--- src/design/rvfi_pkg.sv ---
// RVFI tracer package
// Widths, the load/store size encoding and the record structs shared by the
// retirement tracer stages and its testbench

package rvfi_pkg;

  localparam int XLEN       = 32;
  localparam int REG_ADDR_W = 5;
  localparam int ORDER_W    = 64;
  localparam int MASK_W     = 4;
  localparam int INSN_C_W   = 16;

  // Access size as reported by the decoder
  typedef enum logic [1:0] {
    LSU_BYTE = 2'b00,
    LSU_HALF = 2'b01,
    LSU_WORD = 2'b10,
    LSU_NONE = 2'b11
  } lsu_size_e;

  // One instruction leaving decode
  typedef struct packed {
    logic                  compressed;
    logic [INSN_C_W-1:0]   insn_c;
    logic [XLEN-1:0]       insn;
    logic [REG_ADDR_W-1:0] rs1_addr;
    logic [XLEN-1:0]       rs1_rdata;
    logic [REG_ADDR_W-1:0] rs2_addr;
    logic [XLEN-1:0]       rs2_rdata;
    logic [XLEN-1:0]       pc_rdata;
    logic [XLEN-1:0]       pc_wdata;
    logic                  lsu_req;
    logic                  lsu_we;
    lsu_size_e             lsu_size;
    logic                  illegal;
  } rvfi_decode_t;

  // Memory access seen in execute
  typedef struct packed {
    logic [XLEN-1:0] addr;
    logic [XLEN-1:0] wdata;
  } rvfi_lsu_t;

  // Register file write from writeback
  typedef struct packed {
    logic                  we;
    logic [REG_ADDR_W-1:0] addr;
    logic [XLEN-1:0]       wdata;
  } rvfi_rd_t;

  // Full retirement record
  typedef struct packed {
    logic                  valid;
    logic [ORDER_W-1:0]    order;
    logic [XLEN-1:0]       insn;
    logic                  trap;
    logic                  intr;
    logic [REG_ADDR_W-1:0] rs1_addr;
    logic [REG_ADDR_W-1:0] rs2_addr;
    logic [XLEN-1:0]       rs1_rdata;
    logic [XLEN-1:0]       rs2_rdata;
    logic [REG_ADDR_W-1:0] rd_addr;
    logic [XLEN-1:0]       rd_wdata;
    logic [XLEN-1:0]       pc_rdata;
    logic [XLEN-1:0]       pc_wdata;
    logic [XLEN-1:0]       mem_addr;
    logic [MASK_W-1:0]     mem_rmask;
    logic [MASK_W-1:0]     mem_wmask;
    logic [XLEN-1:0]       mem_rdata;
    logic [XLEN-1:0]       mem_wdata;
    // Set while a load or store is in flight
    logic                  mem;
  } rvfi_instr_t;

endpackage

--- src/design/rvfi_decode_capture.sv ---
// RVFI decode capture
// Builds a trace record from each decoded instruction, numbers it in
// retirement order and holds it until execute takes it

`timescale 1ns/1ps

module rvfi_decode_capture (
  input  logic                   clk_i,
  input  logic                   rst_ni,
  input  logic                   id_valid_i,
  input  rvfi_pkg::rvfi_decode_t id_i,
  input  logic                   ex_ready_i,
  output logic                   slot_valid_o,
  output rvfi_pkg::rvfi_instr_t  slot_o
);

  logic [rvfi_pkg::ORDER_W-1:0] order_q;
  logic [rvfi_pkg::ORDER_W-1:0] order_next;
  logic [rvfi_pkg::MASK_W-1:0]  size_mask;
  logic                         slot_valid_q;
  rvfi_pkg::rvfi_instr_t        rec_d;
  rvfi_pkg::rvfi_instr_t        slot_q;

  assign order_next = order_q + 1'b1;

  // Byte mask from the access size
  always_comb begin
    unique case (id_i.lsu_size)
      rvfi_pkg::LSU_BYTE: size_mask = 4'b0001;
      rvfi_pkg::LSU_HALF: size_mask = 4'b0011;
      rvfi_pkg::LSU_WORD: size_mask = 4'b1111;
      default:            size_mask = 4'b0000;
    endcase
  end

  always_comb begin
    rec_d           = '0;
    rec_d.valid     = 1'b1;
    rec_d.order     = order_next;
    rec_d.trap      = id_i.illegal;
    rec_d.insn      = id_i.compressed ?
                      {{(rvfi_pkg::XLEN-rvfi_pkg::INSN_C_W){1'b0}}, id_i.insn_c} : id_i.insn;
    rec_d.rs1_addr  = id_i.rs1_addr;
    rec_d.rs2_addr  = id_i.rs2_addr;
    // x0 always reads as zero
    rec_d.rs1_rdata = (id_i.rs1_addr == '0) ? '0 : id_i.rs1_rdata;
    rec_d.rs2_rdata = (id_i.rs2_addr == '0) ? '0 : id_i.rs2_rdata;
    rec_d.pc_rdata  = id_i.pc_rdata;
    rec_d.pc_wdata  = id_i.pc_wdata;
    // Illegal instructions never reach memory
    rec_d.mem       = id_i.lsu_req && !id_i.illegal;
    if (rec_d.mem) begin
      rec_d.mem_rmask = id_i.lsu_we ? '0 : size_mask;
      rec_d.mem_wmask = id_i.lsu_we ? size_mask : '0;
    end
  end

  always_ff @(posedge clk_i or negedge rst_ni) begin
    if (!rst_ni) begin
      slot_valid_q <= 1'b0;
      order_q      <= '0;
    end else begin
      slot_valid_q <= id_valid_i || (slot_valid_q && !ex_ready_i);
      if (id_valid_i) begin
        order_q <= order_next;
      end
    end
  end

  always_ff @(posedge clk_i) begin
    if (id_valid_i) begin
      slot_q <= rec_d;
    end
  end

  assign slot_valid_o = slot_valid_q;
  assign slot_o       = slot_q;

endmodule

--- src/design/rvfi_execute_stage.sv ---
// RVFI execute stage
// Holds the instruction in execute and adds the memory address and the
// store data rotated onto its byte lane

`timescale 1ns/1ps

module rvfi_execute_stage (
  input  logic                  clk_i,
  input  logic                  rst_ni,
  input  logic                  in_valid_i,
  input  rvfi_pkg::rvfi_instr_t in_i,
  input  logic                  ex_ready_i,
  input  rvfi_pkg::rvfi_lsu_t   lsu_i,
  input  logic                  lsu_rvalid_i,
  output logic                  slot_valid_o,
  output rvfi_pkg::rvfi_instr_t slot_o
);

  logic                          take;
  logic                          leave;
  logic                          slot_valid_q;
  logic [2*rvfi_pkg::XLEN-1:0]   wdata_ror;
  rvfi_pkg::rvfi_instr_t         slot_q;

  assign take  = ex_ready_i && in_valid_i;
  // Memory instructions stay until their response arrives
  assign leave = slot_valid_q && (!slot_q.mem || lsu_rvalid_i);

  // Rotate right by the byte offset
  assign wdata_ror = {lsu_i.wdata, lsu_i.wdata} >> {lsu_i.addr[1:0], 3'b000};

  always_ff @(posedge clk_i or negedge rst_ni) begin
    if (!rst_ni) begin
      slot_valid_q <= 1'b0;
    end else begin
      slot_valid_q <= take || (slot_valid_q && !leave);
    end
  end

  always_ff @(posedge clk_i) begin
    if (take) begin
      slot_q <= in_i;
      if (in_i.mem) begin
        slot_q.mem_addr <= lsu_i.addr;
        // Loads keep zero store data
        if (in_i.mem_wmask != '0) begin
          slot_q.mem_wdata <= wdata_ror[rvfi_pkg::XLEN-1:0];
        end
      end
    end
  end

  assign slot_valid_o = slot_valid_q;
  assign slot_o       = slot_q;

endmodule

--- src/design/rvfi_writeback_stage.sv ---
// RVFI writeback stage
// Retires the instruction leaving execute. Adds load data, the register
// write and the trap target, then presents the record for one cycle

`timescale 1ns/1ps

module rvfi_writeback_stage (
  input  logic                        clk_i,
  input  logic                        rst_ni,
  input  logic                        in_valid_i,
  input  rvfi_pkg::rvfi_instr_t       in_i,
  input  logic                        lsu_rvalid_i,
  input  logic [rvfi_pkg::XLEN-1:0]   lsu_rdata_i,
  input  rvfi_pkg::rvfi_rd_t          rd_i,
  input  logic [rvfi_pkg::XLEN-1:0]   trap_target_i,
  output rvfi_pkg::rvfi_instr_t       rec_o
);

  logic                              retire;
  logic                              valid_q;
  logic [rvfi_pkg::REG_ADDR_W-1:0]   rd_addr;
  rvfi_pkg::rvfi_instr_t             rec_d;
  rvfi_pkg::rvfi_instr_t             out_q;

  // Instruction leaves execute in this cycle
  assign retire = in_valid_i && (!in_i.mem || lsu_rvalid_i);

  assign rd_addr = rd_i.we ? rd_i.addr : '0;

  always_comb begin
    rec_d          = in_i;
    rec_d.valid    = 1'b1;
    rec_d.intr     = 1'b0;
    rec_d.mem      = 1'b0;
    rec_d.rd_addr  = rd_addr;
    rec_d.rd_wdata = (rd_addr == '0) ? '0 : rd_i.wdata;
    if (in_i.mem && (in_i.mem_rmask != '0)) begin
      rec_d.mem_rdata = lsu_rdata_i;
    end
    if (in_i.trap) begin
      rec_d.pc_wdata = trap_target_i;
    end
    // Half-word aligned next pc
    rec_d.pc_wdata[0] = 1'b0;
  end

  always_ff @(posedge clk_i or negedge rst_ni) begin
    if (!rst_ni) begin
      valid_q <= 1'b0;
    end else begin
      valid_q <= retire;
    end
  end

  always_ff @(posedge clk_i) begin
    if (retire) begin
      out_q <= rec_d;
    end
  end

  always_comb begin
    rec_o       = out_q;
    rec_o.valid = valid_q;
  end

endmodule

--- src/design/rvfi_intr_detect.sv ---
// RVFI interrupt detect
// Flags a retirement as the first instruction of a trap handler when its pc
// does not follow on from the previous retirement

`timescale 1ns/1ps

module rvfi_intr_detect (
  input  logic                  clk_i,
  input  logic                  rst_ni,
  input  rvfi_pkg::rvfi_instr_t rec_i,
  output logic                  intr_o
);

  logic                          last_valid_q;
  logic [rvfi_pkg::ORDER_W-1:0]  last_order_q;
  logic [rvfi_pkg::XLEN-1:0]     last_pc_wdata_q;
  logic [rvfi_pkg::ORDER_W-1:0]  next_order;

  assign next_order = last_order_q + 1'b1;

  always_ff @(posedge clk_i or negedge rst_ni) begin
    if (!rst_ni) begin
      last_valid_q <= 1'b0;
    end else if (rec_i.valid) begin
      last_valid_q <= 1'b1;
    end
  end

  // Order and next pc of the last retirement
  always_ff @(posedge clk_i) begin
    if (rec_i.valid) begin
      last_order_q    <= rec_i.order;
      last_pc_wdata_q <= rec_i.pc_wdata;
    end
  end

  assign intr_o = rec_i.valid &&
                  last_valid_q &&
                  (rec_i.order == next_order) &&
                  (rec_i.pc_rdata != last_pc_wdata_q);

endmodule

--- src/design/rvfi_tracer.sv ---
// RVFI retirement tracer
// Follows each instruction of a three-stage core through decode, execute
// and writeback and emits one RVFI record when it retires

`timescale 1ns/1ps

module rvfi_tracer (
  input  logic                        clk_i,
  input  logic                        rst_ni,
  input  logic                        id_valid_i,
  input  rvfi_pkg::rvfi_decode_t      id_i,
  input  logic                        ex_ready_i,
  input  rvfi_pkg::rvfi_lsu_t         lsu_i,
  input  logic                        lsu_rvalid_i,
  input  logic [rvfi_pkg::XLEN-1:0]   lsu_rdata_i,
  input  rvfi_pkg::rvfi_rd_t          rd_i,
  input  logic [rvfi_pkg::XLEN-1:0]   trap_target_i,
  output rvfi_pkg::rvfi_instr_t       rvfi_o
);

  logic                  id_slot_valid;
  rvfi_pkg::rvfi_instr_t id_slot;
  logic                  ex_slot_valid;
  rvfi_pkg::rvfi_instr_t ex_slot;
  rvfi_pkg::rvfi_instr_t wb_rec;
  logic                  intr;

  rvfi_decode_capture rvfi_decode_capture_inst (
    .clk_i        (clk_i),
    .rst_ni       (rst_ni),
    .id_valid_i   (id_valid_i),
    .id_i         (id_i),
    .ex_ready_i   (ex_ready_i),
    .slot_valid_o (id_slot_valid),
    .slot_o       (id_slot)
  );

  rvfi_execute_stage rvfi_execute_stage_inst (
    .clk_i        (clk_i),
    .rst_ni       (rst_ni),
    .in_valid_i   (id_slot_valid),
    .in_i         (id_slot),
    .ex_ready_i   (ex_ready_i),
    .lsu_i        (lsu_i),
    .lsu_rvalid_i (lsu_rvalid_i),
    .slot_valid_o (ex_slot_valid),
    .slot_o       (ex_slot)
  );

  rvfi_writeback_stage rvfi_writeback_stage_inst (
    .clk_i         (clk_i),
    .rst_ni        (rst_ni),
    .in_valid_i    (ex_slot_valid),
    .in_i          (ex_slot),
    .lsu_rvalid_i  (lsu_rvalid_i),
    .lsu_rdata_i   (lsu_rdata_i),
    .rd_i          (rd_i),
    .trap_target_i (trap_target_i),
    .rec_o         (wb_rec)
  );

  rvfi_intr_detect rvfi_intr_detect_inst (
    .clk_i  (clk_i),
    .rst_ni (rst_ni),
    .rec_i  (wb_rec),
    .intr_o (intr)
  );

  // Writeback record with the interrupt flag filled in
  always_comb begin
    rvfi_o      = wb_rec;
    rvfi_o.intr = intr;
  end

endmodule

--- config.mk ---
export PLATFORM = sky130hd
export DESIGN_NAME = rvfi_tracer
export DESIGN_NICKNAME = d
export VERILOG_FILES = /design/src/design/rvfi_pkg.sv /design/src/design/rvfi_decode_capture.sv /design/src/design/rvfi_execute_stage.sv /design/src/design/rvfi_writeback_stage.sv /design/src/design/rvfi_intr_detect.sv /design/src/design/rvfi_tracer.sv
export SDC_FILE = /design/constraint.sdc
export NUM_CORES = 1
export LEC_CHECK = 0
export BUFFER_PORTS_ARGS = -buffer_cell sky130_fd_sc_hd__buf_2
export CAP_MARGIN = 10
export CORE_AREA = 4 4 287 289
export CTS_BUF_LIST = sky130_fd_sc_hd__clkbuf_4
export CTS_CLUSTER_DIAMETER = 100
export CTS_CLUSTER_SIZE = 16
export DETAILED_ROUTE_END_ITERATION = 8
export DIE_AREA = 0 0 291 293
export GPL_TIMING_DRIVEN = 0
export HOLD_SLACK_MARGIN = 0.08
export PLACE_DENSITY = 0.81
export SLEW_MARGIN = 10
export SYNTH_ARGS = -nofsm -noshare
export SYNTH_HDL_FRONTEND = slang
export SYNTH_SLANG_ARGS = --single-unit
--- constraint.sdc ---
create_clock -name clk_i -period 37.4 [get_ports clk_i]
set_input_delay 11.22 -clock clk_i [delete_from_list [all_inputs] [get_ports clk_i]]
set_output_delay 11.22 -clock clk_i [all_outputs]
set_load 0.05 [all_outputs]
# [After elaboration in Yosys (flattened, before gate mapping)]
# Index checks and enable logic that the tools add are counted.
[totals] regBits=1090 input_bits=363 out_inout_bits=379
[classes] add_sub_neg=2 n_eq_ne=4 n_shift=1 n_mux=4 bitwise=1 n_reduce_logical=25
[ops] operator="$add A64 B1 Y64 const B" n=2
[ops] operator="$eq A64 B64 Y1" n=1
[ops] operator="$shr A64 B5 Y32" n=1
[ops] operator="$mux W32" n=1
[ops] operator="$ne A32 B32 Y1" n=1
[ops] operator="$mux W16" n=1
[ops] operator="$logic_not A5 Y1" n=3
[ops] operator="$pmux W4 S3" n=1
[ops] operator="$logic_and A1 B1 Y1" n=9
[ops] operator="$reduce_bool A4 Y1" n=2
[ops] operator="$mux W5" n=1
[ops] operator="$logic_not A1 Y1" n=4
[ops] operator="$reduce_and A2 Y1" n=2
[ops] operator="$logic_or A1 B1 Y1" n=3
[ops] operator="$eq A2 B1 Y1 const B" n=1
[ops] operator="$eq A2 B2 Y1 const B" n=1
[ops] operator="$logic_not A2 Y1" n=1
[ops] operator="$reduce_or A2 Y1" n=1
[ops] operator="$not A1 Y1" n=1

# [Logic depth before layout (Yosys ltp)]
[depth] word_depth=6 mapped_depth=11 mapped_depth_nobuf=9

# [Modules after synthesis]
# Synthesis repeated with hierarchy kept, for this count alone.
[unflattened] hier_cells=2432 area_unflattened_um2=44805.5
[by_module_without_submodules] mod="rvfi_decode_capture" instances=1 cells_each=961 area_per_inst_um2=13480.4
[by_module_without_submodules] mod="rvfi_execute_stage" instances=1 cells_each=495 area_per_inst_um2=13147.6
[by_module_without_submodules] mod="rvfi_writeback_stage" instances=1 cells_each=507 area_per_inst_um2=12558.3
[by_module_without_submodules] mod="rvfi_intr_detect" instances=1 cells_each=468 area_per_inst_um2=5611.6
[by_module_without_submodules] mod="rvfi_tracer" instances=1 cells_each=1 area_per_inst_um2=7.5

# [Worst setup path before layout]
# OpenSTA, ideal clock, no wires.
[synth_path] path_type="input to register" start="in lsu_rvalid_i" end="reg rvfi_writeback_stage_inst.valid_q" setup_time_ns=2.915 arrival_ns=38.074 required_time_ns=34.485 path_slack_ns=-3.589 stages=2 path_buffers=0 path_cell_list="inv_1 -> a21boi_0"
[synth_between] elab_chain_cells=2
[synth_lines] item="start: declaration" line="rvfi_tracer.sv:14" text="input logic lsu_rvalid_i,"
[synth_lines] item="$logic_or A1 B1 Y1"
[synth_lines] item="$logic_and A1 B1 Y1"
[synth_lines] item="named net rvfi_execute_stage_inst.leave" line="rvfi_execute_stage.sv:20" text="logic leave;"
[synth_lines] item="end signal: assignment" line="rvfi_writeback_stage.sv:51" text="valid_q <= retire;"
[synth_lines] item="end: declaration" line="rvfi_writeback_stage.sv:20" text="logic valid_q;"
# The timed path passes the listed nets, and every way through them passes these cells.
# A chain may end at the register's enable or synchronous reset.

# [Final worst setup path]
[layout_path] start="reg rvfi_intr_detect_inst.last_order_q[4] in the netlist's numbering" end="out rvfi_o[280] in the netlist's numbering"
[layout_between] elab_chain_cells=4
[layout_lines] item="start: declaration" line="rvfi_intr_detect.sv:15" text="logic [rvfi_pkg::ORDER_W-1:0] last_order_q;"
[layout_lines] item="start signal: assignment" line="rvfi_intr_detect.sv:32" text="last_order_q <= rec_i.order;"
[layout_lines] item="$add A64 B1 Y64" line="rvfi_intr_detect.sv:19" text="assign next_order = last_order_q + 1'b1;"
[layout_lines] item="$eq A64 B64 Y1" line="rvfi_intr_detect.sv:39" text="(rec_i.order == next_order) &&"
[layout_lines] item="$logic_and A1 B1 Y1" line="rvfi_intr_detect.sv:38" text="last_valid_q &&"
[layout_lines] item="$logic_and A1 B1 Y1" line="rvfi_intr_detect.sv:39"
[layout_lines] item="end: declaration" line="rvfi_tracer.sv:18" text="output rvfi_pkg::rvfi_instr_t rvfi_o"
# No other way between the ends.

==> out/qor.csv <==
metric,value,unit
synth_top_family_by_area,simple AND/OR/NAND/NOR gates,
crit_buf_inv,2,
yosys.area_share.simple,9.21,%
wl_per_cell,21.7,um
overflow,0,
yosys-top-cells-count,"1014 x edfxtp_1, 142 x xnor2_1, 114 x nor2b_1",
cts.path.max_buffers,3,
clk_pin_slew_worst_paths,0.16,ns
tritoncts,built,
maxCapViolations,0,
p_clk_share,22.0,%
synth.mux.area_fraction,3.44,%
worstPathArrival,4.90,ns
start_util,50.2,%
yosys.area.top_type_share,75.9,%
layout_min_cycle_time,16.12,ns
seq_area_frac_synth,80.1,%
die_area,85300,um^2
yosysMostFrequentCell,edfxtp_1,
dp_hpwl,67500,um
synth_fa_ha_area_share,0.125,%
ys_warn_count,0,
post-route-period-util,43.1,%
synth_cells,2203,
ctsResizeCount,0,
fmax,62.0,MHz
root_buffer,clkbuf_4,
path_delay_family,simple AND/OR/NAND/NOR gates,
nNetsFinal,3413,
grt_antenna_before_repair,21,
synth-xor-area-share,5.33,%
path_class,register to output pin,
max_slew_margin,36.2,%
pwr-share-seq,65.5,%
numCtsBuffers,78,
synth.largest_area_cell,edfxtp_1,
power.internal,0.00166,W
drc,0,
synthArstFlopShare,6.28,%
wirelength,90400,um
ys_ff_latch,1082,
synth-compound-area-share,0.907,%
drive_above_1_share,32.6,%
drtAntennaViolNets,0,
power.density,47.9,nW/um^2
htree_levels,3,
grt_pass1_vias,21710,
coreArea,79900,um^2
drt-initial-drc-count,1510,
cts_hold_buf,0,
post_cts_buffers,0,
synthFlopType,edfxtp_1,
tightest_slew,0.950,ns
die_h,293,um
synth_edf_count,1014,
p_sw,0.000577,W
io_buffers,735,
stdcell_count,4167,
finalHoldViolations,0,
setup_violations,0,
slowest_stage,nor4_2,
hp-class,register to register,
post_synth_num_cell_types,66,
cpMostUsedCell,a22oi_1,
ir_drop,0.0338,mV
postSynthAreaPerCell,18.2,um^2
rsz0062_at_grt,false,
worstSkewPairLatency,0.89,ns
end_kind,output pin,
grt_max_degree,107,
ios,742,
clock_sinks,1082,
routabilityCongestion,0.916,
dp.cells,4026,
cp.required,26.18,ns
critPathMaxStageDelay,0.91,ns
drt_pass1_iterations,5,
area_growth_syn_to_layout,16.7,%
status,"complete, no violations",
grt_pass1_wl,133000,um
pwr-share-comb,12.5,%
p_total,0.00224,W
sw_frac_of_total,25.7,%
synthesis.area,40100,um^2
synthTopCellsByArea,"edfxtp_1 76%, dfrtp_1 4.2%, xnor2_1 3.1%, xor2_1 2.2%, mux4_2 1.8%",
vias_per_cell,5.23,
cp-start-kind,register,
slew_violations,0,
die_w,291,um
hold-worst-slack,0.396,ns
placementRows,104,
crit_chain,"nand4_1, nor4_2, nand3_1, nor4_1, xnor2_1, a22oi_1, a22oi_1, and4_1, buf_4, buf_2",
worstPathMaxFanout,10,
vias,21778,
grtUsageTotal,20.6,%
fin_skew,0.0768,ns
p_leak,17.4,nW
## cells by family after synthesis
| kind of cell | Yosys count |
|---|---|
| compound gates | 53 |
| buf+inv | 81 |
| mux | 92 |
| simple gates | 646 |
| other cells | 1 |
| xor+xnor | 244 |
| flops | 1082 |
| fa+ha+maj | 4 |
## layer usage
layer / wire length [um] / share of wire, % / vias to the layer above / global-route usage (%)
met5: 20 / 0.022 / - / 0
met4: 3620 / 4.0 / 2 / 8.51
met3: 7330 / 8.1 / 183 / 4.69
met2: 45700 / 51 / 959 / 35.5
met1: 33600 / 37 / 10637 / 25.5
li1: - / - / 9997 / -
## layout by cell type (no fill, tap or decap), drive strengths merged, types with 9 or more instances in the layout
cell    Yosys  layout
a21oi      13      13
and4       17      17
mux4       32      32
clkbuf     44     158
mux2i      12      12
xnor2     142     142
mux2       48      48
dfrtp      68      68
nor3       20      20
inv        16      18
edfxtp   1014    1014
nor4       37      37
nor2       68      68
and3       34      34
buf        21     783
nand4      50      50
diode       0      18
nand3      67      67
xor2      102     102
nand2      97      97
o21ai       9       9
and2      110     110
or3        10      10
nor2b     114     114
## final timing paths
| kind | from | endpoint | slack, ns | cells after the start |
|---|---|---|---|---|
| min in group asynchronous | rst_ni | rvfi_decode_capture_inst.order_q[63]$_DFFE_PN0P_ | 10.17 | 1 |
| hold / removal | rvfi_decode_capture_inst.slot_o[241]$_SDFFCE_PN0P_ | rvfi_execute_stage_inst.slot_o[241]$_DFFE_PP_ | 0.40 | 0 |
| max in group asynchronous | rst_ni | rvfi_intr_detect_inst.last_valid_q$_DFFE_PN0P_ | 26.60 | 2 |
| hold reg to reg | rvfi_decode_capture_inst.slot_o[241]$_SDFFCE_PN0P_ | rvfi_execute_stage_inst.slot_o[241]$_DFFE_PP_ | 0.40 | 0 |
| setup / recovery | rvfi_intr_detect_inst.last_order_q[4]$_DFFE_PP_ | rvfi_o[280] | 21.28 | 10 |
| setup reg to reg | rvfi_decode_capture_inst.order_q[25]$_DFFE_PN0P_ | rvfi_decode_capture_inst.slot_o[372]$_DFFE_PP_ | 34.01 | 9 |
## registers in the layout (all words and copies together), names as in the netlist, 31 cells and up
| name | flops |
|---|---|
| rvfi_writeback_stage_inst.rec_o | 373 |
| rvfi_execute_stage_inst.slot_o | 305 |
| rvfi_decode_capture_inst.slot_o | 241 |
| rvfi_decode_capture_inst.order_q | 64 |
| rvfi_intr_detect_inst.last_order_q | 64 |
| rvfi_intr_detect_inst.last_pc_wdata_q | 31 |
## area by class of cell
class | instances | area (um^2)
Multi-Input combinational cell | 1041 | 7650
Inverter | 16 | 60.1
Fill cell | 5922 | 33100
Antenna cell | 18 | 45.0
Timing Repair Buffer | 762 | 4360
Clock inverter | 9 | 110
Buffer | 65 | 283
Tap cell | 1060 | 1330
Clock buffer | 114 | 856
Sequential cell | 1082 | 32200
## worst register-to-register path: cells and delay by family (launching register included)
family        cells  cell delay [ns]
xor+xnor          1             0.26
buf+inv           2             0.43
simple gates      6             2.20
flops             1             0.35
## per-stage QoR
stage	area, um^2	setup WS [ns]	setup TNS [ns]	util, %
2_1_floorplan	40100	6.76	0	-
3_3_place_gp	45100	-2.03	-328.15	56.5
3_5_place_dp	45800	22.24	0	57.4
4_1_cts	46800	21.16	0	58.6
5_1_grt	46800	20.90	0	58.6
6_report	46800	21.28	0	58.6
## power groups by stage
stage | Combinational, W | Clock, W | Sequential, W
CTS | 0.000283 | 0.000513 | 0.00147
global placement | 0.000262 | 0 | 0.00154
floorplan | 0.0000796 | 0 | 0.00161
global route | 0.000296 | 0.000560 | 0.00148
detailed placement | 0.000282 | 0 | 0.00150
finish | 0.000280 | 0.000493 | 0.00147
(Power assumes the default switching activity.)
